`src/source/rv32_mem_image.hex`:
```
// One 32-bit word per entry, eight per line, word k at byte address 4*k
// Low half holds the byte address of the word, words above 63 stay unloaded
C0DE0000 C0DE0004 C0DE0008 C0DE000C C0DE0010 C0DE0014 C0DE0018 C0DE001C
C0DE0020 C0DE0024 C0DE0028 C0DE002C C0DE0030 C0DE0034 C0DE0038 C0DE003C
C0DE0040 C0DE0044 C0DE0048 C0DE004C C0DE0050 C0DE0054 C0DE0058 C0DE005C
C0DE0060 C0DE0064 C0DE0068 C0DE006C C0DE0070 C0DE0074 C0DE0078 C0DE007C
C0DE0080 C0DE0084 C0DE0088 C0DE008C C0DE0090 C0DE0094 C0DE0098 C0DE009C
C0DE00A0 C0DE00A4 C0DE00A8 C0DE00AC C0DE00B0 C0DE00B4 C0DE00B8 C0DE00BC
C0DE00C0 C0DE00C4 C0DE00C8 C0DE00CC C0DE00D0 C0DE00D4 C0DE00D8 C0DE00DC
C0DE00E0 C0DE00E4 C0DE00E8 C0DE00EC C0DE00F0 C0DE00F4 C0DE00F8 C0DE00FC

```
`src/source/rv32_types.sv`:
```
package rv32_types;

    // Machine word and byte address
    typedef logic [31:0] rv32_word;
    typedef logic [31:0] rv32_addr;

    // Core-side request
    // valid lasts a single cycle, one request outstanding per port
    typedef struct packed {
        logic       valid;
        logic       write;
        rv32_addr   addr;
        rv32_word   wdata;
        // One bit per byte lane of wdata
        logic [3:0] strobe;
    } memory_request_t;

endpackage

```
`src/source/rv32_memory_map.sv`:
```
package rv32_memory_map;

    // RAM region
    localparam rv32_types::rv32_addr RAM_BASE = 32'h0000_0000;
    localparam int RAM_WORDS = 1024;
    localparam int RAM_INDEX_BITS = $clog2(RAM_WORDS);
    localparam rv32_types::rv32_addr RAM_LIMIT = RAM_BASE + RAM_WORDS * 4;

    // Initial RAM contents
    localparam string MEM_IMAGE = "/design/src/source/rv32_mem_image.hex";

    // MMIO region, one fixed window per device
    localparam int NUM_MMIO = 4;
    localparam rv32_types::rv32_addr MMIO_BASE = 32'h8000_0000;
    localparam int MMIO_SPAN = 32'h100;
    localparam int MMIO_SPAN_BITS = $clog2(MMIO_SPAN);
    localparam rv32_types::rv32_addr MMIO_LIMIT = MMIO_BASE + NUM_MMIO * MMIO_SPAN;

    typedef logic [$clog2(NUM_MMIO)-1:0] mmio_index_t;

endpackage

```
`src/source/rv32_mmio_decoder.sv`:
```
`timescale 1ns/1ps

module rv32_mmio_decoder (
    input  rv32_types::memory_request_t data_request,
    output logic                        mem_select,
    output logic                        mmio_select [rv32_memory_map::NUM_MMIO]
);

    import rv32_types::*;
    import rv32_memory_map::*;

    rv32_addr    mmio_offset;
    mmio_index_t device;
    logic        in_ram;
    logic        in_mmio;

    // Region compare on the full byte address
    assign in_ram  = (data_request.addr >= RAM_BASE) && (data_request.addr < RAM_LIMIT);
    assign in_mmio = (data_request.addr >= MMIO_BASE) && (data_request.addr < MMIO_LIMIT);

    // Device field sits right above the per-device window
    assign mmio_offset = data_request.addr - MMIO_BASE;
    assign device      = mmio_offset[MMIO_SPAN_BITS +: $bits(mmio_index_t)];

    // Selects only live during the request cycle
    assign mem_select = data_request.valid && in_ram;

    always_comb begin
        for (int idx = 0; idx < NUM_MMIO; idx++) begin
            mmio_select[idx] = data_request.valid && in_mmio
                               && (device == mmio_index_t'(idx));
        end
    end

endmodule

```
`config.mk`:
```
export PLATFORM = sky130hd
export DESIGN_NAME = rv32_mmio_decoder
export DESIGN_NICKNAME = d
export VERILOG_FILES = /design/src/source/rv32_types.sv /design/src/source/rv32_memory_map.sv /design/src/source/rv32_mmio_decoder.sv
export SDC_FILE = /design/constraint.sdc
export NUM_CORES = 1
export LEC_CHECK = 0
export BUFFER_PORTS_ARGS = -buffer_cell sky130_fd_sc_hd__buf_4
export CAP_MARGIN = 20
export CORE_AREA = 2 2 39 41
export DETAILED_ROUTE_END_ITERATION = 6
export DIE_AREA = 0 0 41 43
export PLACE_DENSITY = 0.71
export SKIP_LAST_GASP = 1
export SLEW_MARGIN = 20
export SYNTH_ARGS = -nofsm -noshare
export SYNTH_HDL_FRONTEND = slang
export SYNTH_SLANG_ARGS = --single-unit
```
`constraint.sdc`:
```
create_clock -name vclk -period 0.8
set_input_delay 0.04 -clock vclk [all_inputs]
set_output_delay 0.04 -clock vclk [all_outputs]
set_load 0.005 [all_outputs]
```
Word level (Yosys, flattened, before mapping)
Cells that the tools add are included.

Register bits: 0. Output and inout port bits: 5.

Add/subtract/negate cells: 1. Order comparisons: 4. Equal/unequal tests: 3. Reduce and logical (&&, ||, !) cells: 9.

Operators by type and width (count): $ge A32 B1 Y1 const B (1); $ge A32 B32 Y1 const B (1); $lt A32 B13 Y1 const B (1); $lt A32 B32 Y1 const B (1); $sub A10 B1 Y10 const B (1); $logic_and A1 B1 Y1 (8); $eq A2 B2 Y1 const B (2); $eq A2 B1 Y1 const B (1); $logic_not A2 Y1 (1).

Depth between registers and ports, before layout
Gate-level depths: netlist of run 1.

Word-level depth: 4. Depth in mapped cells: 3.

Worst setup path after synthesis of run 1
OpenSTA, ideal clock, no wires.

Path kind: input -> output. Start: in data_request[64] in the netlist's numbering. End: out mmio_select[2] in the netlist's numbering. Data arrival time: 0.797 ns. Data required time: 0.760 ns. Path slack: -0.037 ns. Stages on the path: 3. Path buffers: 0. Path through: nor4_2 nand4_2 nor4_1.

RTL lines: start: declaration (line rv32_mmio_decoder.sv:4) `input rv32_types::memory_request_t data_request,`; end: declaration (line rv32_mmio_decoder.sv:6) `output logic mmio_select [rv32_memory_map::NUM_MMIO]`.

==> impl_results.md, run 1 <==
- Critical path buffers and inverters: 2
- Total track usage: 5.49%
- Clkbuf count: 0
- Hold Fails Final Rpt: 0
- Starting Density: 9.86%
- Unique masters post-synth: 11
- Post-layout minimum cycle time: 1.08 ns
- Register area share after synthesis: 0%
- Core ar.: 1380 µm²
- Setup Crit Path Kind: input pin to primary output
- Metal2 WL: 322 µm
- Critical Path AT: 1.04 ns
- Crit end category: primary output
- Failing checks: negative setup slack
- DP Worst Slack: -0.318 ns
- Grt total ovfl: 0
- Worst-Margin Slew: 0.261 ns
- Flop pwr share: 0%
- Maximum VDD drop: 75.9 µV
- Sw Ratio: 34.8%
- Post-layout net count: 117
- Vias in the first global route: 201
- Clock power share: 0%
- Die height: 43 µm
- Mean routed wirelength per cell: 10.4 µm
- DRC viols: 0
- Detail Placement HPWL: 527 µm
- Logic pwr share: 100.0%
- Slew Limit Fails: 0
- Synth Cell Area: 136 µm²
- Fin worst setup slack: -0.285 ns
- Status: complete, but fails checks
- Non-Filler Instances: 61
- Crit-path max FO: 5
- Register area: 0 µm²
- N_diodes: 0
- Drt first pass iters: 1
- Fin crit share: 136%
- Final ANT Viol Nets: 0
- Largest net degree at the start of global routing: 6
- PortBufs: 30
- CP cell instances: buf_6 -> nor4_4 -> nand4_4 -> nor4b_2 -> buf_4
- Final WL: 632 µm
- Synth Area per Inst: 9.09 µm²
- Pleak: 0.198 nW
- Crit path largest cell delay: 0.31 ns
- Critical path's top delay family: simple AND/OR/NAND/NOR gates
- Hold buffers post-CTS: 0
- Top sig layer: met3
- Site Rows: 14
- Detailed-route via count: 251
- Area delta synth->final: 246%
- Initial antenna violation count: 0
- Post-Syn Instances: 15
- Internal power: 0.105 mW
- Die area: 1760 µm²
- Gpl congestion: 0.470
- RSZ-0062 raised after global routing: yes
- Pwr per Cell Area: 342 nW/µm²
- Max_cap viols: 0
- Layout cells sized above 1: 88.9%
- # setup viols final: 5
- Number of I/O pins: 75
- Worst Hold Class: input pin to primary output
- Vias per cell: 4.11
- Slowest CP cell: nor4_4
- Synth Net Count: 85
- Rel. slew slack: 82.5%
- Final sequential cell count: 0
- Yosys warns: 0
- Setup Buffers After CTS: 0
- Die X: 41 µm
- First-pass GRT wire length: 724 µm
- Starting DRT DRC Count: 0
- Worst Path Required: 0.76 ns
- Setup crit start kind: input pin
- Met1 Wirelength: 176 µm
- Psw: 0.0561 mW
- Placed cell count: 61
- Highest clock rate: 922 MHz
- Met3 WL: 133 µm
-- per-layer routing --
layer	track usage [%]	vias to the layer above
met4	0	0
li1	-	125
met1	5.38	106
met2	10.9	20
met5	0	-
met3	1.57	0
-- timing repair --
| action | in CTS | in global routing |
|---|---|---|
| resized for setup | 7 | 5 |
| pin swaps | 1 | 1 |
| endpoints found under the setup margin | 5 | 5 |
-- layout by cell type (no fill, tap or decap), drive strengths merged --
cell   Yosys  routed
nor4       6       6
nand4      1       1
nor3b      1       1
nor4b      2       2
nor2       1       1
inv        1       1
nand3      1       1
nand2      1       1
nor3       1       1
buf        0      30
-- cell usage after synthesis --
cell type,instances,area (µm²)
nor4_4,1,21.3
nor3b_1,1,7.51
nor3_1,1,5.00
nand3_1,1,5.00
nor2_1,1,3.75
nor4b_2,2,30.0
nor4_1,3,18.8
inv_1,1,3.75
nand2_1,1,3.75
nand4_2,1,12.5
nor4_2,2,25.0
-- worst paths after layout --
path | startpoint | endpoint | cells after the start
worst min-delay path | data_request[67] | mem_select | 3
worst max-delay path | data_request[49] | mmio_select[1] | 5
-- area by class of cell --
| type | instances | area, µm² |
|---|---|---|
| timing repair buffer | 30 | 248 |
| inverter | 1 | 3.75 |
| tap | 16 | 20.0 |
| multi-input combinational | 14 | 200 |
| fill | 135 | 912 |
-- cells by family (layout without fill, tap and decap cells) --
logic type    after synthesis  in the layout  share of synthesized area [%]
simple gates               14             14                           97.2
buf+inv                     1             31                           2.75
-- power groups by stage --
stage	clock network, mW	logic (mW)	registers [mW]
after floorplan	0	0.0203	0
after global placement	0	0.138	0
after detailed placement	0	0.140	0
after CTS	0	0.152	0
after global routing	0	0.172	0
final	0	0.161	0
-- stage by stage --
stage / hold slack [ns] / instance area, µm² / util [%] / power, mW / TNS (ns)
finish: 0.333 / 472 / 34.1 / 0.161 / -1.24
global route: 0.342 / 472 / 34.1 / 0.172 / -1.58
CTS: 0.328 / 437 / 31.6 / 0.152 / -1.29
detailed placement: 0.326 / 408 / 29.5 / 0.140 / -1.45
global placement: 0.327 / 408 / 29.5 / 0.138 / -1.44
floorplan: 0.104 / 163 / - / 0.0203 / -0.0405
-- worst min-delay path, delay by kind of cell --
kind / cells / cell delay, ns
AND/OR/NAND/NOR: 1 / 0.04
buffers and inverters: 2 / 0.21
(Power assumes the default switching activity.)
==> run 2: changes to the inputs <==
--- a/config.mk
+++ b/config.mk
@@ -5,14 +5,14 @@
 export SDC_FILE = /design/constraint.sdc
 export NUM_CORES = 1
 export LEC_CHECK = 0
+export ABC_AREA = 1
 export BUFFER_PORTS_ARGS = -buffer_cell sky130_fd_sc_hd__buf_4
 export CAP_MARGIN = 20
 export CORE_AREA = 2 2 39 41
 export DETAILED_ROUTE_END_ITERATION = 6
 export DIE_AREA = 0 0 41 43
-export PLACE_DENSITY = 0.71
+export PLACE_DENSITY = 0.72
 export SKIP_LAST_GASP = 1
-export SLEW_MARGIN = 20
 export SYNTH_ARGS = -nofsm -noshare
 export SYNTH_HDL_FRONTEND = slang
 export SYNTH_SLANG_ARGS = --single-unit
==> run 2 against run 1 <==
Net effect:
- largest cell class unchanged
- the run still ends with negative setup slack left
- die area unchanged
- critical endpoint is now mmio_select[2]
- combinational power grew 22%
- via count grew 34%
==> impl_results.md, run 2 <==
- Commonest non-fill, non-tap cell in the layout: buf_4
- Vias per cell: 3.95
- Die height: 43 µm
- Post-Syn Instances: 36
- Register area: 0 µm²
- PortBufs: 30
- RSZ-0062 raised after global routing: yes
- Mean routed wirelength per cell: 9.00 µm
- Final sequential cell count: 0
- Starting DRT DRC Count: 1
- Initial antenna violation count: 0
- Layout fillers: 156
- Pwr per Cell Area: 357 nW/µm²
- Area after DPL: 408 µm²
- Hold path depth: 4
- Setup Crit Path Kind: input pin to primary output
- Detailed-route via count: 336
- Setup crit start kind: input pin
- Worst-Margin Slew: 0.166 ns
- Largest net degree at the start of global routing: 5
- Highest clock rate: 1140 MHz
- Critical Path Start: data_request[47]
- Detail Placement HPWL: 525 µm
- Die area: 1760 µm²
- Hold Fails Final Rpt: 0
- Grt total ovfl: 0
- DRC viols: 0
- Gpl congestion: 0.601
- Maximum VDD drop: 103 µV
- Fin worst setup slack: -0.0779 ns
- Max_cap viols: 0
- Drt first pass iters: 2
- Hold Path Origin: data_request[45]
- N_diodes: 0
- # setup viols final: 4
- Post-layout minimum cycle time: 0.878 ns
- Final WL: 765 µm
- Post-layout net count: 141
- Die X: 41 µm
- Site Rows: 14
- Synth top area share: 36.3%
- Final ANT Viol Nets: 0
- DP Worst Slack: -0.0468 ns
- Clkbuf count: 0
- Synth top cells by count: nor2_1, nand2_1, inv_1, nor2_2
- First-pass GRT wire length: 876 µm
- Hold buffers post-CTS: 0
- Register area share after synthesis: 0%
- Synth Cell Area: 155 µm²
- Unique masters post-synth: 7
- Count leader, synth: nor2_1
- Setup TNS: -0.193 ns
- Worst Path Required: 0.76 ns
- Area delta synth->final: 254%
- Fin crit share: 110%
- Commonest cells after routing, fill and taps aside: buf_4, buf_6, nand2_1, nor2_2, nor2_4
- Core ar.: 1380 µm²
- Number of I/O pins: 75
- Pleak: 0.248 nW
- Layout cells sized above 1: 76.8%
- Crit end category: primary output
- Largest cells by area after synthesis: nor2_1, nand2_1, inv_1
- Total track usage: 6.69%
- Critical Path AT: 0.84 ns
- Starting Density: 11.2%
- Synth Area per Inst: 4.31 µm²
- Synth Net Count: 106
- Hold Path End: mmio_select[1]
- Failing checks: negative setup slack
- Slew Limit Fails: 0
- Status: complete, but fails checks
- Rel. slew slack: 88.9%
- Min Hold Slack: 0.429 ns
- Pwr Total: 0.196 mW
- Post-route cell area: 549 µm²
- Cell accounting for the most synthesized area: nor2_1
- Vias in the first global route: 267
- Worst Hold Class: input pin to primary output
- Yosys warns: 0
- Crit-path max FO: 4
run 2: routing by layer:
layer	up-vias	part of all wire [%]	global-route usage, %
li1	174	-	-
met1	140	24	6.33
met2	22	59	14.4
met3	0	17	0.524
met4	0	0	0
met5	-	0	0
run 2: through the flow:
step                      utilization (%)  cells
after floorplan                         -     36
after global placement               29.5     83
after detailed placement             29.5     83
after CTS                            33.0     84
after global routing                 39.7     85
final                                39.7     85
run 2: cell families after synthesis:
kind of cell	after synthesis	share of synthesized area, %
AND/OR/NAND/NOR	31	87.9
buffers and inverters	5	12.1
run 2: final cells by class:
type / instances / area, µm² / area share (%)
Inverter: 5 / 18.8 / 3.42
Timing Repair Buffer: 33 / 297 / 54.0
Tap cell: 16 / 20.0 / 3.64
Multi-Input combinational cell: 31 / 214 / 39.0
run 2: report_power, final:
part	total (mW)	switching [mW]	leakage, nW	internal, mW
clock network	0	0	0	0
registers	0	0	0	0
logic	0.196	0.0654	0.248	0.131
run 2: critical path: stages:
cell and delay (ns):
buf_6 0.09, nand3b_1 0.16, nor2_2 0.19, nand3_4 0.12, nor2_2 0.13, buf_4 0.11
run 2: how the worst max path moves through the flow:
stage	to	slack, ns	cells past startpoint
after floorplan	mmio_select[0]	0.24	5
after global placement	mmio_select[3]	-0.03	7
after detailed placement	mmio_select[1]	-0.05	7
after CTS	mmio_select[1]	-0.03	7
after global routing	mmio_select[2]	-0.13	6
final	mmio_select[2]	-0.08	6
run 2: repair_timing:
action                                  in CTS  in global routing
resized for setup                           12                 25
setup buffers                                1                  1
cloned                                       0                  0
pin swaps                                   14                 18
endpoints found under the setup margin       4                  5
==> run 3: changes to the inputs <==
--- a/config.mk
+++ b/config.mk
@@ -12,7 +12,6 @@
 export DETAILED_ROUTE_END_ITERATION = 6
 export DIE_AREA = 0 0 41 43
 export PLACE_DENSITY = 0.72
-export SKIP_LAST_GASP = 1
 export SYNTH_ARGS = -nofsm -noshare
 export SYNTH_HDL_FRONTEND = slang
 export SYNTH_SLANG_ARGS = --single-unit
==> run 3 against run 2 <==
Net effect:
- the run still ends with negative setup slack left
- critical path depth did not move
- sequential share of layout area did not move
- maximum frequency did not move
- wire length did not move
- die area did not move
- non-clock buffer count did not move
- combinational power barely moved
- count of clock-buffer cells in the layout did not move
- setup slack did not move
- first-iteration DRC count did not move
- cell area did not move
- critical endpoint unchanged
==> impl_results.md, run 3 (same netlist as run 2, synthesis figures left out) <==
- Status: complete, but fails checks
- Failing checks: negative setup slack
- Gpl congestion: 0.601
- Detailed-route via count: 336
- Final ANT Viol Nets: 0
- DRC viols: 0
- Initial antenna violation count: 0
- Pleak: 0.248 nW
- PortBufs: 30
- Number of I/O pins: 75
- Crit end category: primary output
- Final Util: 39.7%
- DP Worst Slack: -0.0468 ns
- Fin crit share: 110%
- Most frequent CP cell: nor2_2
- Worst Hold Class: input pin to primary output
- Largest net degree at the start of global routing: 5
- Crit-path max FO: 4
- CP cell instances: buf_6 -> nand3b_1 -> nor2_2 -> nand3_4 -> nor2_2 -> buf_4
- Starting DRT DRC Count: 1
- Vias in the first global route: 267
- Pwr per Cell Area: 357 nW/µm²
- Grt total ovfl: 0
- Clock power share: 0%
- Setup TNS: -0.193 ns
- Logic pwr share: 100.0%
- Internal power: 0.131 mW
- Flop pwr share: 0%
- Setup crit start kind: input pin
- Core ar.: 1380 µm²
- Hold Fails Final Rpt: 0
- Register area: 0 µm²
- Die height: 43 µm
- First-pass GRT wire length: 876 µm
- Critical Path AT: 0.84 ns
- Max_cap viols: 0
- Commonest cells after routing, fill and taps aside: buf_4, buf_6, nand2_1, nor2_2, nor2_4
- Worst-Margin Slew: 0.166 ns
- Slowest CP cell: nor2_2
- Clkbuf count: 0
- Layout cells sized above 1: 76.8%
- Setup Crit Path Kind: input pin to primary output
- # setup viols final: 4
- Post-layout minimum cycle time: 0.878 ns
- Sw Ratio: 33.3%
- Maximum VDD drop: 103 µV
- Psw: 0.0654 mW
- Commonest non-fill, non-tap cell in the layout: buf_4
- Post-layout net count: 141
- Total track usage: 6.69%
- Worst Path Required: 0.76 ns
- N_diodes: 0
- Critical path's top delay family: simple AND/OR/NAND/NOR gates
- RSZ-0062 raised after global routing: yes
- Final WL: 765 µm
- Highest clock rate: 1140 MHz
- Crit path largest cell delay: 0.19 ns
- Die X: 41 µm
- Drt first pass iters: 2
- Site Rows: 14
- Mean routed wirelength per cell: 9.00 µm
- Fin worst setup slack: -0.0779 ns
- Critical path buffers and inverters: 2
- Slew Limit Fails: 0
- Die area: 1760 µm²
- Final sequential cell count: 0
- Rel. slew slack: 88.9%
- Layout fillers: 156
- Vias per cell: 3.95
- Area delta synth->final: 254%
- Detail Placement HPWL: 525 µm
- Hold buffers post-CTS: 0
- Starting Density: 11.2%
[run 3: cell counts in the layout (fill, tap and decap cells not counted)]
No cell type changed its count.
[run 3: power groups by stage]
stage,combinational [mW],sequential (mW),clock (mW)
final,0.196,0,0
after CTS,0.155,0,0
after global placement,0.128,0,0
after detailed placement,0.132,0,0
after floorplan,0.0289,0,0
after global routing,0.212,0,0
[run 3: worst paths after layout]
check / cells after the start / end / slack, ns / start
setup / recovery: 6 / mmio_select[2] / -0.08 / data_request[47]
hold / removal: 4 / mmio_select[1] / 0.43 / data_request[45]
[run 3: layout make-up]
class / count / area [µm²] / share of cell area [%]
multi-input combinational: 31 / 214 / 39.0
timing repair buffer: 33 / 297 / 54.0
tap: 16 / 20.0 / 3.64
inverter: 5 / 18.8 / 3.42
[run 3: what timing repair did]
action | CTS | global route
pin swaps | 14 | 18
resized for setup | 12 | 25
buffers inserted | 1 | 1
endpoints found under the setup margin | 4 | 5
[run 3: routing by layer]
layer	track usage, %	routed length, µm	part of all wire (%)
met1	6.33	185	24
met2	14.4	450	59
met3	0.524	129	17
met4	0	0	0
met5	0	0	0
[run 3: tightest hold or removal path: cells and delay by family]
| family | cells | cell delay (ns) |
|---|---|---|
| buf+inv | 2 | 0.24 |
| simple gates | 2 | 0.11 |
[run 3: per-stage QoR]
step                      total power, mW  cell area (µm²)  std cells  hold slack, ns
after floorplan                    0.0289              155         36           0.157
after global placement              0.128              408         83           0.403
after detailed placement            0.132              408         83           0.416
after CTS                           0.155              457         84           0.415
after global routing                0.212              549         85           0.443
final                               0.196              549         85           0.429
