==> src/source/rv32_mem_image.hex <==
// One 32-bit word per entry, eight per line, word k at byte address 4*k
// Low half holds the byte address of the word, words above 63 stay unloaded
C0DE0000 C0DE0004 C0DE0008 C0DE000C C0DE0010 C0DE0014 C0DE0018 C0DE001C
C0DE0020 C0DE0024 C0DE0028 C0DE002C C0DE0030 C0DE0034 C0DE0038 C0DE003C
C0DE0040 C0DE0044 C0DE0048 C0DE004C C0DE0050 C0DE0054 C0DE0058 C0DE005C
C0DE0060 C0DE0064 C0DE0068 C0DE006C C0DE0070 C0DE0074 C0DE0078 C0DE007C
C0DE0080 C0DE0084 C0DE0088 C0DE008C C0DE0090 C0DE0094 C0DE0098 C0DE009C
C0DE00A0 C0DE00A4 C0DE00A8 C0DE00AC C0DE00B0 C0DE00B4 C0DE00B8 C0DE00BC
C0DE00C0 C0DE00C4 C0DE00C8 C0DE00CC C0DE00D0 C0DE00D4 C0DE00D8 C0DE00DC
C0DE00E0 C0DE00E4 C0DE00E8 C0DE00EC C0DE00F0 C0DE00F4 C0DE00F8 C0DE00FC

==> src/source/rv32_types.sv <==
package rv32_types;

    // Machine word and byte address
    typedef logic [31:0] rv32_word;
    typedef logic [31:0] rv32_addr;

    // Core-side request
    // valid lasts a single cycle, one request outstanding per port
    typedef struct packed {
        logic       valid;
        logic       write;
        rv32_addr   addr;
        rv32_word   wdata;
        // One bit per byte lane of wdata
        logic [3:0] strobe;
    } memory_request_t;

endpackage

==> src/source/rv32_memory_map.sv <==
package rv32_memory_map;

    // RAM region
    localparam rv32_types::rv32_addr RAM_BASE = 32'h0000_0000;
    localparam int RAM_WORDS = 1024;
    localparam int RAM_INDEX_BITS = $clog2(RAM_WORDS);
    localparam rv32_types::rv32_addr RAM_LIMIT = RAM_BASE + RAM_WORDS * 4;

    // Initial RAM contents
    localparam string MEM_IMAGE = "/design/src/source/rv32_mem_image.hex";

    // MMIO region, one fixed window per device
    localparam int NUM_MMIO = 4;
    localparam rv32_types::rv32_addr MMIO_BASE = 32'h8000_0000;
    localparam int MMIO_SPAN = 32'h100;
    localparam int MMIO_SPAN_BITS = $clog2(MMIO_SPAN);
    localparam rv32_types::rv32_addr MMIO_LIMIT = MMIO_BASE + NUM_MMIO * MMIO_SPAN;

    typedef logic [$clog2(NUM_MMIO)-1:0] mmio_index_t;

endpackage

==> src/source/rv32_bus_controller.sv <==
`timescale 1ns/1ps

module rv32_bus_controller (
    input  logic                 clk,
    input  logic                 resetn,
    // Main memory completion
    input  logic                 mem_data_ready,
    input  rv32_types::rv32_word memory_data,
    // MMIO completions
    input  logic                 mmio_request_done [rv32_memory_map::NUM_MMIO],
    input  rv32_types::rv32_word mmio_data [rv32_memory_map::NUM_MMIO],
    // Core data response
    output logic                 core_data_ready,
    output rv32_types::rv32_word core_data
);

    import rv32_memory_map::*;

    logic select_memory;
    logic mmio_selector [NUM_MMIO];
    int   done_count;

    // Ready is an OR of every completion source
    always_comb begin
        core_data_ready = mem_data_ready;
        done_count      = int'(mem_data_ready);
        for (int idx = 0; idx < NUM_MMIO; idx++) begin
            if (mmio_request_done[idx]) begin
                core_data_ready = 1'b1;
                done_count++;
            end
        end
    end

    // Remember which source completed, data follows one cycle later
    always_ff @(posedge clk) begin
        if (!resetn) begin
            select_memory <= 1'b0;
            mmio_selector <= '{default: 1'b0};
        end else begin
            select_memory <= mem_data_ready;
            for (int idx = 0; idx < NUM_MMIO; idx++) begin
                mmio_selector[idx] <= mmio_request_done[idx];
            end
        end
    end

    // Memory wins, then the highest MMIO index
    always_comb begin
        core_data = memory_data;
        if (!select_memory) begin
            for (int idx = 0; idx < NUM_MMIO; idx++) begin
                if (mmio_selector[idx]) begin
                    core_data = mmio_data[idx];
                end
            end
        end
    end

    // One outstanding data request means never two completions together
    assert property (@(posedge clk) disable iff (!resetn) done_count <= 1);

endmodule

==> config.mk <==
export PLATFORM = sky130hd
export DESIGN_NAME = rv32_bus_controller
export DESIGN_NICKNAME = d
export VERILOG_FILES = /design/src/source/rv32_types.sv /design/src/source/rv32_memory_map.sv /design/src/source/rv32_bus_controller.sv
export SDC_FILE = /design/constraint.sdc
export NUM_CORES = 1
export LEC_CHECK = 0
export ABC_AREA = 1
export BUFFER_PORTS_ARGS = -buffer_cell sky130_fd_sc_hd__buf_2
export CAP_MARGIN = 20
export CELL_PAD_IN_SITES_DETAIL_PLACEMENT = 2
export CELL_PAD_IN_SITES_GLOBAL_PLACEMENT = 2
export CORE_MARGIN = 1.5
export CORE_UTILIZATION = 15
export DETAILED_ROUTE_END_ITERATION = 10
export GPL_ROUTABILITY_DRIVEN = 0
export HOLD_SLACK_MARGIN = 0.12
export PLACE_DENSITY_LB_ADDON = 0.1
export REMOVE_ABC_BUFFERS = 1
export SLEW_MARGIN = 20
export SYNTH_ARGS = -nofsm -noshare
export SYNTH_HDL_FRONTEND = slang
export SYNTH_SLANG_ARGS = --single-unit
==> constraint.sdc <==
create_clock -name clk -period 1.5 [get_ports clk]
set_clock_uncertainty 0.15 [all_clocks]
set_input_delay 0.075 -clock clk [delete_from_list [all_inputs] [get_ports clk]]
set_output_delay 0.075 -clock clk [all_outputs]
set_load 0.02 [all_outputs]
# == Word level (Yosys, flattened, before mapping) ==
# Index checks and enable logic that the tools add are counted.
# Widths: inputs -> output; s select.
# op_classes
n_mux,9
# op_table
operator,count
$mux 32,5
$mux 1,4
# word_totals
input_bits,167
ff_bits,5

# == Depth between registers and ports, before layout ==
# Gate-level depths: netlist of the first run.
# depth
depth_word,5
mapped_depth,9
mapped_depth_nobuf,7

# == Worst setup path after synthesis of the first run ==
# No wires, ideal clock.
# synth_path
kind,register to output
start,register mmio_selector[1] (netlist bit)
end,output core_data[23]
setup_slack_ns,0.293
t_arrival_ns,0.982
stages_incl_launch_ff,8
path_cell_list,dfxtp_1 buf_4 buf_2 a21oi_1 nand2_1 nand2_1 nand2_1 nand2_1
# synth_via
elab_chain_len,3
# synth_rtl
item,line_no,text
"start, declared",rv32_bus_controller.sv:20,logic mmio_selector [NUM_MMIO];
"start signal, assigned by index",rv32_bus_controller.sv:43,mmio_selector[idx] <= mmio_request_done[idx];
$mux 32 (2 in series),rv32_bus_controller.sv:53,if (mmio_selector[idx]) begin
$mux 32,rv32_bus_controller.sv:51,if (!select_memory) begin
"end, declared",rv32_bus_controller.sv:14,output rv32_types::rv32_word core_data
# No other way between the ends.

# == Worst setup path after layout of the first run ==
# layout_path
start,register mmio_selector[3] (netlist bit)
end,output core_data[22]
# layout_via
elab_chain_len,5
# layout_rtl
item,line_no
$mux 32 (4 in series),rv32_bus_controller.sv:53
$mux 32,rv32_bus_controller.sv:51
# No other way between the ends.

==> metrics, run 1 <==
status finished with violations; violated checks setup timing; GRT busiest layer met2; fmax 616 MHz; cell count after synthesis 471; Slew HR 83.2%; GRT Residual Overflow 0; Synth warnings 0; CTS root buffer clkbuf_16; Min Hold Slack 0.324 ns; CTS tree done; GR Layer Usage met2 32.5%; drt pass-1 iters 4; P&R area growth vs syn 83.9%; hold path start memory_data[27]; CP Class reg -> out; Multi-input gate area 0.00168 sq mm; hold path depth 4; die height 123 microns; PwrDens 495 mW/mm^2; CTS max path bufs 2; DP HPWL 9810 microns; commonest non-fill, non-tap cells in the layout nand2_1 (189), buf_2 (174), a21oi_1 (96); Fin. Hold Viols 0; FP Rows 43; Tcrit/Tclk final 108%; antenna violations before repair 2; io pins 200; TNS Setup -3.11 ns; Placed Area 0.00337 sq mm; nets 840; Synth Area in Simple Gates 49.9%; final count of negative-setup-slack endpoints 32; CTS H-tree lvls 1; GRT met3 Usage 2.54%; vias in the first global route 4,095; Worst Hold Class in -> out; RSZ-0062 raised after global routing true; DRC violations left 0; DRT Wirelength 13,300 microns; Inserted Clock Buffers 3; adder-cell area share of the yosys netlist 0%; post-route cell area 0.00399 sq mm; Port Buffers 199; largest net degree at the start of global routing 53; vias per cell 4.41; min Tclk post-route 1.62 ns; Iter 0 DRT Violations 76; share of synthesized area occupied by flip-flops and latches 4.61%; register area 111 sq um; worst vdd rail ir drop 0.454 mV; number of synthesized register bits 5; Worst Setup End Kind output port; Die X-Extent 123 microns; Slew @ Worst Pin 0.252 ns; xor and xnor area share after synthesis 0%; commonest non-fill, non-tap cell in the layout nand2_1; Data required, critical path 1.27 ns; layout cells sized above 1 41.8%; CORE AREA 0.0140 sq mm; All-Layer GR Usage 16.7%; post-route ant nets 0; static leakage 2.41 nW; dpl cells 829; Worst Hold Path EP core_data[27]; crit-path max FO 13; Clock transition at path regs 0.04 ns; post-detailed-route wirelength per cell 15.6 microns; largest family of logic cells by synthesized area simple AND/OR/NAND/NOR gates; Synth Cell Area 0.00217 sq mm; Syn Area/Cell 4.61 sq um; first-pass GRT wire length 20,100 microns; die area 0.0152 sq mm; met1 Use GR 19.9%; Synth Area in Compound Gates 22.1%; multiplexer share of the synthesized area 0%; Yosys cell types 15; CP arrival 1.40 ns; Finished Layout Cells 853; clk sinks 5; Worst Setup Start Kind flop; Max-Cap Viols 0; Final Max Tran Viols 0; Final WS setup -0.125 ns; FILL cells 1,808; Initial Util 15.5%; routed vias 3,758
synth_stat cells, drive strengths merged:
cell    instances  share of area (%)
dfxtp           5                4.6
nand2         230                 42
nor2            1               0.17
nand3          32                7.4
inv            71                 13
nor3            1               0.23
buf            29                9.7
clkbuf          6                1.0
a21oi          96                 22
worst max-delay path, cell delays in order (launching register included):
cell	delay (ns)
dfxtp_4	0.36
buf_4	0.14
buf_12	0.14
nand2_1	0.07
nand3_2	0.07
nand2_1	0.07
nand2_1	0.05
nand2_1	0.06
nand2_1	0.06
buf_6	0.13
metrics by stage:
stage                     utilization [%]  power, mW  setup slack [ns]
after floorplan                         -      0.755            -0.487
after global placement               24.1       1.28             0.131
after detailed placement             24.1       1.32            0.0734
after CTS                            26.7       1.88            -0.131
after global routing                 28.5       2.15            -0.222
final                                28.5       1.98            -0.125
final cells by class:
type                            count  share of cell area, %
Antenna cell                        1                 0.0627
Clock buffer                        4                   1.97
Inverter                           71                   7.08
Multi-Input combinational cell    360                   42.0
Sequential cell                     5                   2.79
Tap cell                          180                   5.64
Timing Repair Buffer              229                   39.2
Timing Repair inverter              3                   1.32
cell families after synthesis:
| logic type | after synthesis |
|---|---|
| flops | 5 |
| buf+inv | 106 |
| simple gates | 264 |
| compound gates | 96 |
layer usage:
| layer | wire length, microns | vias to the layer above | share of wire (%) |
|---|---|---|---|
| met5 | 16 | - | 0.12 |
| met3 | 741 | 8 | 5.6 |
| met2 | 6920 | 111 | 52 |
| li1 | - | 1848 | - |
| met4 | 64 | 2 | 0.48 |
| met1 | 5590 | 1789 | 42 |
worst max path at each step:
| stage | start | end | slack (ns) | cells past startpoint |
|---|---|---|---|---|
| 3_5_place_dp | mmio_selector[3]$_SDFF_PN0_ | core_data[10] | 0.07 | 8 |
| 2_1_floorplan | mmio_selector[1]$_SDFF_PN0_ | core_data[30] | -0.49 | 4 |
| 4_1_cts | mmio_selector[3]$_SDFF_PN0_ | core_data[21] | -0.13 | 9 |
| 5_1_grt | mmio_selector[3]$_SDFF_PN0_ | core_data[6] | -0.22 | 9 |
| 3_3_place_gp | mmio_selector[3]$_SDFF_PN0_ | core_data[27] | 0.13 | 8 |
| 6_report | mmio_selector[3]$_SDFF_PN0_ | core_data[22] | -0.12 | 9 |
state kept, by name, indices dropped and copies added, names as in the netlist:
signal / count
mmio_selector: 4
select_memory: 1
what timing repair did:
action,CTS,global route
gates resized for setup,24,69
hold endpoints to repair,5,0
pin swaps,1,9
cloned,4,1
buffers inserted,2,2
hold buffers,10,0
setup endpoints to repair,32,32
report_power, final:
part           switching [mW]  internal, mW  leakage, nW
clock                  0.0940         0.353       0.0382
combinational           0.743         0.634         2.33
sequential             0.0137         0.141       0.0436
total                   0.851          1.13         2.41
(Power assumes the default switching activity.)
==> inputs of run 2 (changes only) <==
--- a/config.mk
+++ b/config.mk
@@ -6,7 +6,7 @@
 export NUM_CORES = 1
 export LEC_CHECK = 0
 export ABC_AREA = 1
-export BUFFER_PORTS_ARGS = -buffer_cell sky130_fd_sc_hd__buf_2
+export BUFFER_PORTS_ARGS = -buffer_cell sky130_fd_sc_hd__buf_4
 export CAP_MARGIN = 20
 export CELL_PAD_IN_SITES_DETAIL_PLACEMENT = 2
 export CELL_PAD_IN_SITES_GLOBAL_PLACEMENT = 2
@@ -16,7 +16,6 @@
 export GPL_ROUTABILITY_DRIVEN = 0
 export HOLD_SLACK_MARGIN = 0.12
 export PLACE_DENSITY_LB_ADDON = 0.1
-export REMOVE_ABC_BUFFERS = 1
 export SLEW_MARGIN = 20
 export SYNTH_ARGS = -nofsm -noshare
 export SYNTH_HDL_FRONTEND = slang
==> metrics, run 2 (synthesis results as in run 1) <==
Final Max Tran Viols 0; Inserted Clock Buffers 3; RSZ-0062 raised after global routing true; FILL cells 1,764; hold path depth 4; Fin. Hold Viols 0; CP arrival 1.33 ns; static leakage 2.45 nW; Max-Cap Viols 0; Min Hold Slack 0.312 ns; Tot Pwr 1.98 mW; post-detailed-route wirelength per cell 14.6 microns; clk sinks 5; nets 832; layout cells sized above 1 38.3%; min Tclk post-route 1.55 ns; Internal 1.20 mW; CORE AREA 0.0140 sq mm; All-Layer GR Usage 15.9%; Slew HR 86.3%; TNS Setup -0.631 ns; Tcrit/Tclk final 104%; CTS max path bufs 2; first-pass GRT wire length 19,200 microns; crit-path max FO 13; Iter 0 DRT Violations 71; Initial Util 15.5%; post-route ant nets 0; Biggest register mmio_selector; violated checks setup timing; CTS tree done; CTS H-tree lvls 1; vias in the first global route 3,914; # Post-CTS Setup Buffers 0; Comb power frac 69.8%; DRT Wirelength 12,300 microns; largest net degree at the start of global routing 37; PwrDens 475 mW/mm^2; Worst Setup Start Kind flop; worst vdd rail ir drop 0.312 mV; vias per cell 4.29; fmax 643 MHz; max reg flops 4; most used cell, CP nand2_1; commonest non-fill, non-tap cells in the layout nand2_1 (207), buf_4 (191), a21oi_1 (89); routed vias 3,618; sw frac 39.6%; Slew @ Worst Pin 0.205 ns; die height 123 microns; Data required, critical path 1.27 ns; final count of negative-setup-slack endpoints 29; P&R area growth vs syn 92.4%; sequential share of power 8.0%; CP Class reg -> out; io pins 200; DRC violations left 0; crit-path cells buf_12 > nand2_1 > nand3_1 > nand2_1 > nand2_1 > nand2_1 > nand2_1 > buf_4; Antenna Cells 0; die area 0.0152 sq mm; drt pass-1 iters 4; Psw 0.786 mW; DP HPWL 9850 microns; top flop regs mmio_selector (4), select_memory (1); slowest CP cell dfxtp_4; commonest non-fill, non-tap cell in the layout nand2_1; Final WS setup -0.0545 ns; Clk pwr share 22.3%; GRT Residual Overflow 0; Placed Area 0.00389 sq mm; Worst Hold Class in -> out; antenna violations before repair 0; Clock transition at path regs 0.03 ns; status finished with violations; post-route cell area 0.00418 sq mm; FP Rows 43; Die X-Extent 123 microns; slowest stage delay, CP 0.42 ns; CTS root buffer clkbuf_16; Port Buffers 199; Worst Setup End Kind output port; Mapped Nets 638
[run 2: cell count changes in the layout (fill, tap and decap cells not counted), moves of 11 or more]
cell,change
buf_6,-11
nand2_1,+18
nand2_2,-14
buf_4,+182
buf_2,-174
[run 2: routing by layer]
layer	wire length [microns]	part of all wire (%)	global-route usage [%]
met1	5080	41	19.0
met2	6240	51	29.8
met3	953	7.7	3.37
met4	62	0.50	1.65
met5	0	0	0
[run 2: final cells by class]
cell class | instances | area (sq um) | share of cell area, %
multi-input cells | 360 | 1600 | 38.2
flip-flops and latches | 5 | 111 | 2.67
inverters | 71 | 284 | 6.80
repair buffers | 224 | 1880 | 45.0
clock buffers | 4 | 78.8 | 1.89
well taps | 180 | 225 | 5.39
[run 2: final timing paths]
| check | startpoint | end | slack, ns |
|---|---|---|---|
| setup / recovery | mmio_selector[3]$_SDFF_PN0_ | core_data[17] | -0.05 |
| hold / removal | memory_data[29] | core_data[29] | 0.31 |
[run 2: stage by stage]
| stage | std cells | setup WS [ns] | util [%] |
|---|---|---|---|
| after floorplan | 471 | 0.293 | - |
| after global placement | 830 | 0.0693 | 27.8 |
| after detailed placement | 830 | 0.0268 | 27.8 |
| after CTS | 844 | -0.0783 | 29.8 |
| after global routing | 844 | -0.168 | 29.9 |
| final | 844 | -0.0545 | 29.9 |
[run 2: timing repair]
item | in CTS | in global routing
resized for setup | 28 | 4
hold endpoints to repair | 5 | 0
gates cloned | 0 | 0
endpoints found under the setup margin | 32 | 32
hold buffers | 10 | 0
[run 2: power by group through the flow]
stage / clock [mW] / combinational, mW / sequential (mW)
after global routing: 0.461 / 1.54 / 0.160
after floorplan: 0 / 0.663 / 0.145
final: 0.441 / 1.38 / 0.158
after global placement: 0 / 1.32 / 0.157
after detailed placement: 0 / 1.34 / 0.158
after CTS: 0.447 / 1.40 / 0.159
[run 2: critical path: cells and delay by family, from the launching register on]
kind | cells | cell delay [ns]
DFF | 1 | 0.42
and+or+nand+nor | 6 | 0.37
buffers and inverters | 2 | 0.30
==> inputs of run 3 (changes only) <==
--- a/config.mk
+++ b/config.mk
@@ -6,13 +6,13 @@
 export NUM_CORES = 1
 export LEC_CHECK = 0
 export ABC_AREA = 1
-export BUFFER_PORTS_ARGS = -buffer_cell sky130_fd_sc_hd__buf_4
 export CAP_MARGIN = 20
 export CELL_PAD_IN_SITES_DETAIL_PLACEMENT = 2
 export CELL_PAD_IN_SITES_GLOBAL_PLACEMENT = 2
-export CORE_MARGIN = 1.5
-export CORE_UTILIZATION = 15
+export CORE_MARGIN = 10
+export CORE_UTILIZATION = 25
 export DETAILED_ROUTE_END_ITERATION = 10
+export DONT_BUFFER_PORTS = 1
 export GPL_ROUTABILITY_DRIVEN = 0
 export HOLD_SLACK_MARGIN = 0.12
 export PLACE_DENSITY_LB_ADDON = 0.1
==> metrics, run 3 (synthesis results as in run 1) <==
status finished with violations; violated checks setup timing; drt pass-1 iters 4; CTS root buffer clkbuf_8; static leakage 1.53 nW; top flop regs mmio_selector (4), select_memory (1); crit-path leading delay family simple AND/OR/NAND/NOR gates; Fin. Hold Viols 0; post-route ant nets 0; Port Buffers 0; slowest stage delay, CP 0.35 ns; Die X-Extent 113 microns; Tcrit/Tclk final 103%; crit-path max FO 8; commonest non-fill, non-tap cell in the layout nand2_1; FILL cells 1,123; largest net degree at the start of global routing 49; nets 633; Buf+Inv Stages, Crit Path 2; GRT Residual Overflow 0; post-detailed-route wirelength per cell 19.8 microns; Final Max Tran Viols 0; Worst Hold Class in -> out; crit-path cells buf_12 > buf_12 > nand2_2 > nand3_2 > nand2_1 > nand2_1 > nand2_1 > nand2_2; CP arrival 1.32 ns; Data required, critical path 1.27 ns; Biggest register mmio_selector; CORE AREA 0.00834 sq mm; Min Hold Slack 0.151 ns; Tot Pwr 1.35 mW; first-pass GRT wire length 17,500 microns; Inserted Clock Buffers 3; RSZ-0062 raised after global routing true; DRC violations left 0; layout cells sized above 1 24.9%; PwrDens 490 mW/mm^2; Critical path origin mmio_selector[3]$_SDFF_PN0_; commonest non-fill, non-tap cells in the layout nand2_1 (150), a21oi_1 (93), nand2_2 (71); worst vdd rail ir drop 0.248 mV; Final WS setup -0.0462 ns; die height 113 microns; min Tclk post-route 1.55 ns; clk sinks 5; Worst Setup End Kind output port; Clock transition at path regs 0.04 ns; max reg flops 4; CTS max path bufs 2; vias in the first global route 3,235; vias per cell 5.08; Iter 0 DRT Violations 130; P&R area growth vs syn 26.6%; Slew @ Worst Pin 0.246 ns; Slew HR 83.6%; antenna violations before repair 0; Place WS -0.0324 ns; io pins 200; fmax 647 MHz; routed vias 2,898; CTS tree done; hold path start memory_data[29]; Initial Util 26.0%; DRT Wirelength 11,300 microns; Mapped Nets 638; CP Class reg -> out; die area 0.0128 sq mm; Max-Cap Viols 0; DP HPWL 8710 microns; most used cell, CP nand2_1; slowest CP cell dfxtp_4; Antenna Cells 0; Worst Setup Start Kind flop; final count of negative-setup-slack endpoints 22; CTS H-tree lvls 1; All-Layer GR Usage 16.7%; FP Rows 33
run 3: changes by cell type in the layout (fill, tap and decap cells not counted), sizes merged:
| cell | before | now |
|---|---|---|
| clkbuf | 4 | 3 |
| clkinv | 0 | 1 |
| buf | 214 | 14 |
| inv | 71 | 72 |
run 3: final cells by class:
type / count / area [sq um] / area share (%)
repair buffers: 24 / 349 / 12.7
clock buffers: 3 / 41.3 / 1.50
repair inverters: 1 / 16.3 / 0.592
flip-flops and latches: 5 / 111 / 4.05
well taps: 105 / 131 / 4.78
clock inverters: 1 / 5.00 / 0.182
multi-input cells: 360 / 1800 / 65.6
inverters: 71 / 290 / 10.6
run 3: power breakdown:
group | internal, mW | total (mW) | leakage (nW) | switching [mW]
combinational | 0.328 | 0.939 | 1.47 | 0.611
sequential | 0.141 | 0.153 | 0.0436 | 0.0124
clock | 0.179 | 0.255 | 0.0255 | 0.0758
total | 0.648 | 1.35 | 1.53 | 0.699
run 3: layer usage:
metal / GRT usage (%) / wire [microns]
met5: 0 / 0
met4: 1.95 / 61
met3: 7.61 / 1270
met2: 30.5 / 5790
met1: 17.6 / 4140
run 3: what timing repair did:
action / 4_1_cts / 5_1_grt
endpoints found under the hold margin: 5 / 0
endpoints found under the setup margin: 32 / 32
pin swaps: 34 / 40
cloned: 3 / 0
resized for setup: 63 / 34
buffers inserted: 2 / 0
hold buffers: 10 / 0
run 3: worst paths after layout:
path	endpoint	slack [ns]	cells past startpoint
setup / recovery	core_data[22]	-0.05	8
hold / removal	core_data[29]	0.15	2
run 3: per-stage QoR:
stage,cells,TNS [ns],instance area [sq um],util [%]
6_report,570,-0.473,2750,33.0
2_1_floorplan,471,0,2170,-
5_1_grt,570,-3.47,2750,33.0
3_5_place_dp,551,-0.152,2220,26.6
4_1_cts,570,-1.10,2630,31.6
3_3_place_gp,551,0,2220,26.6
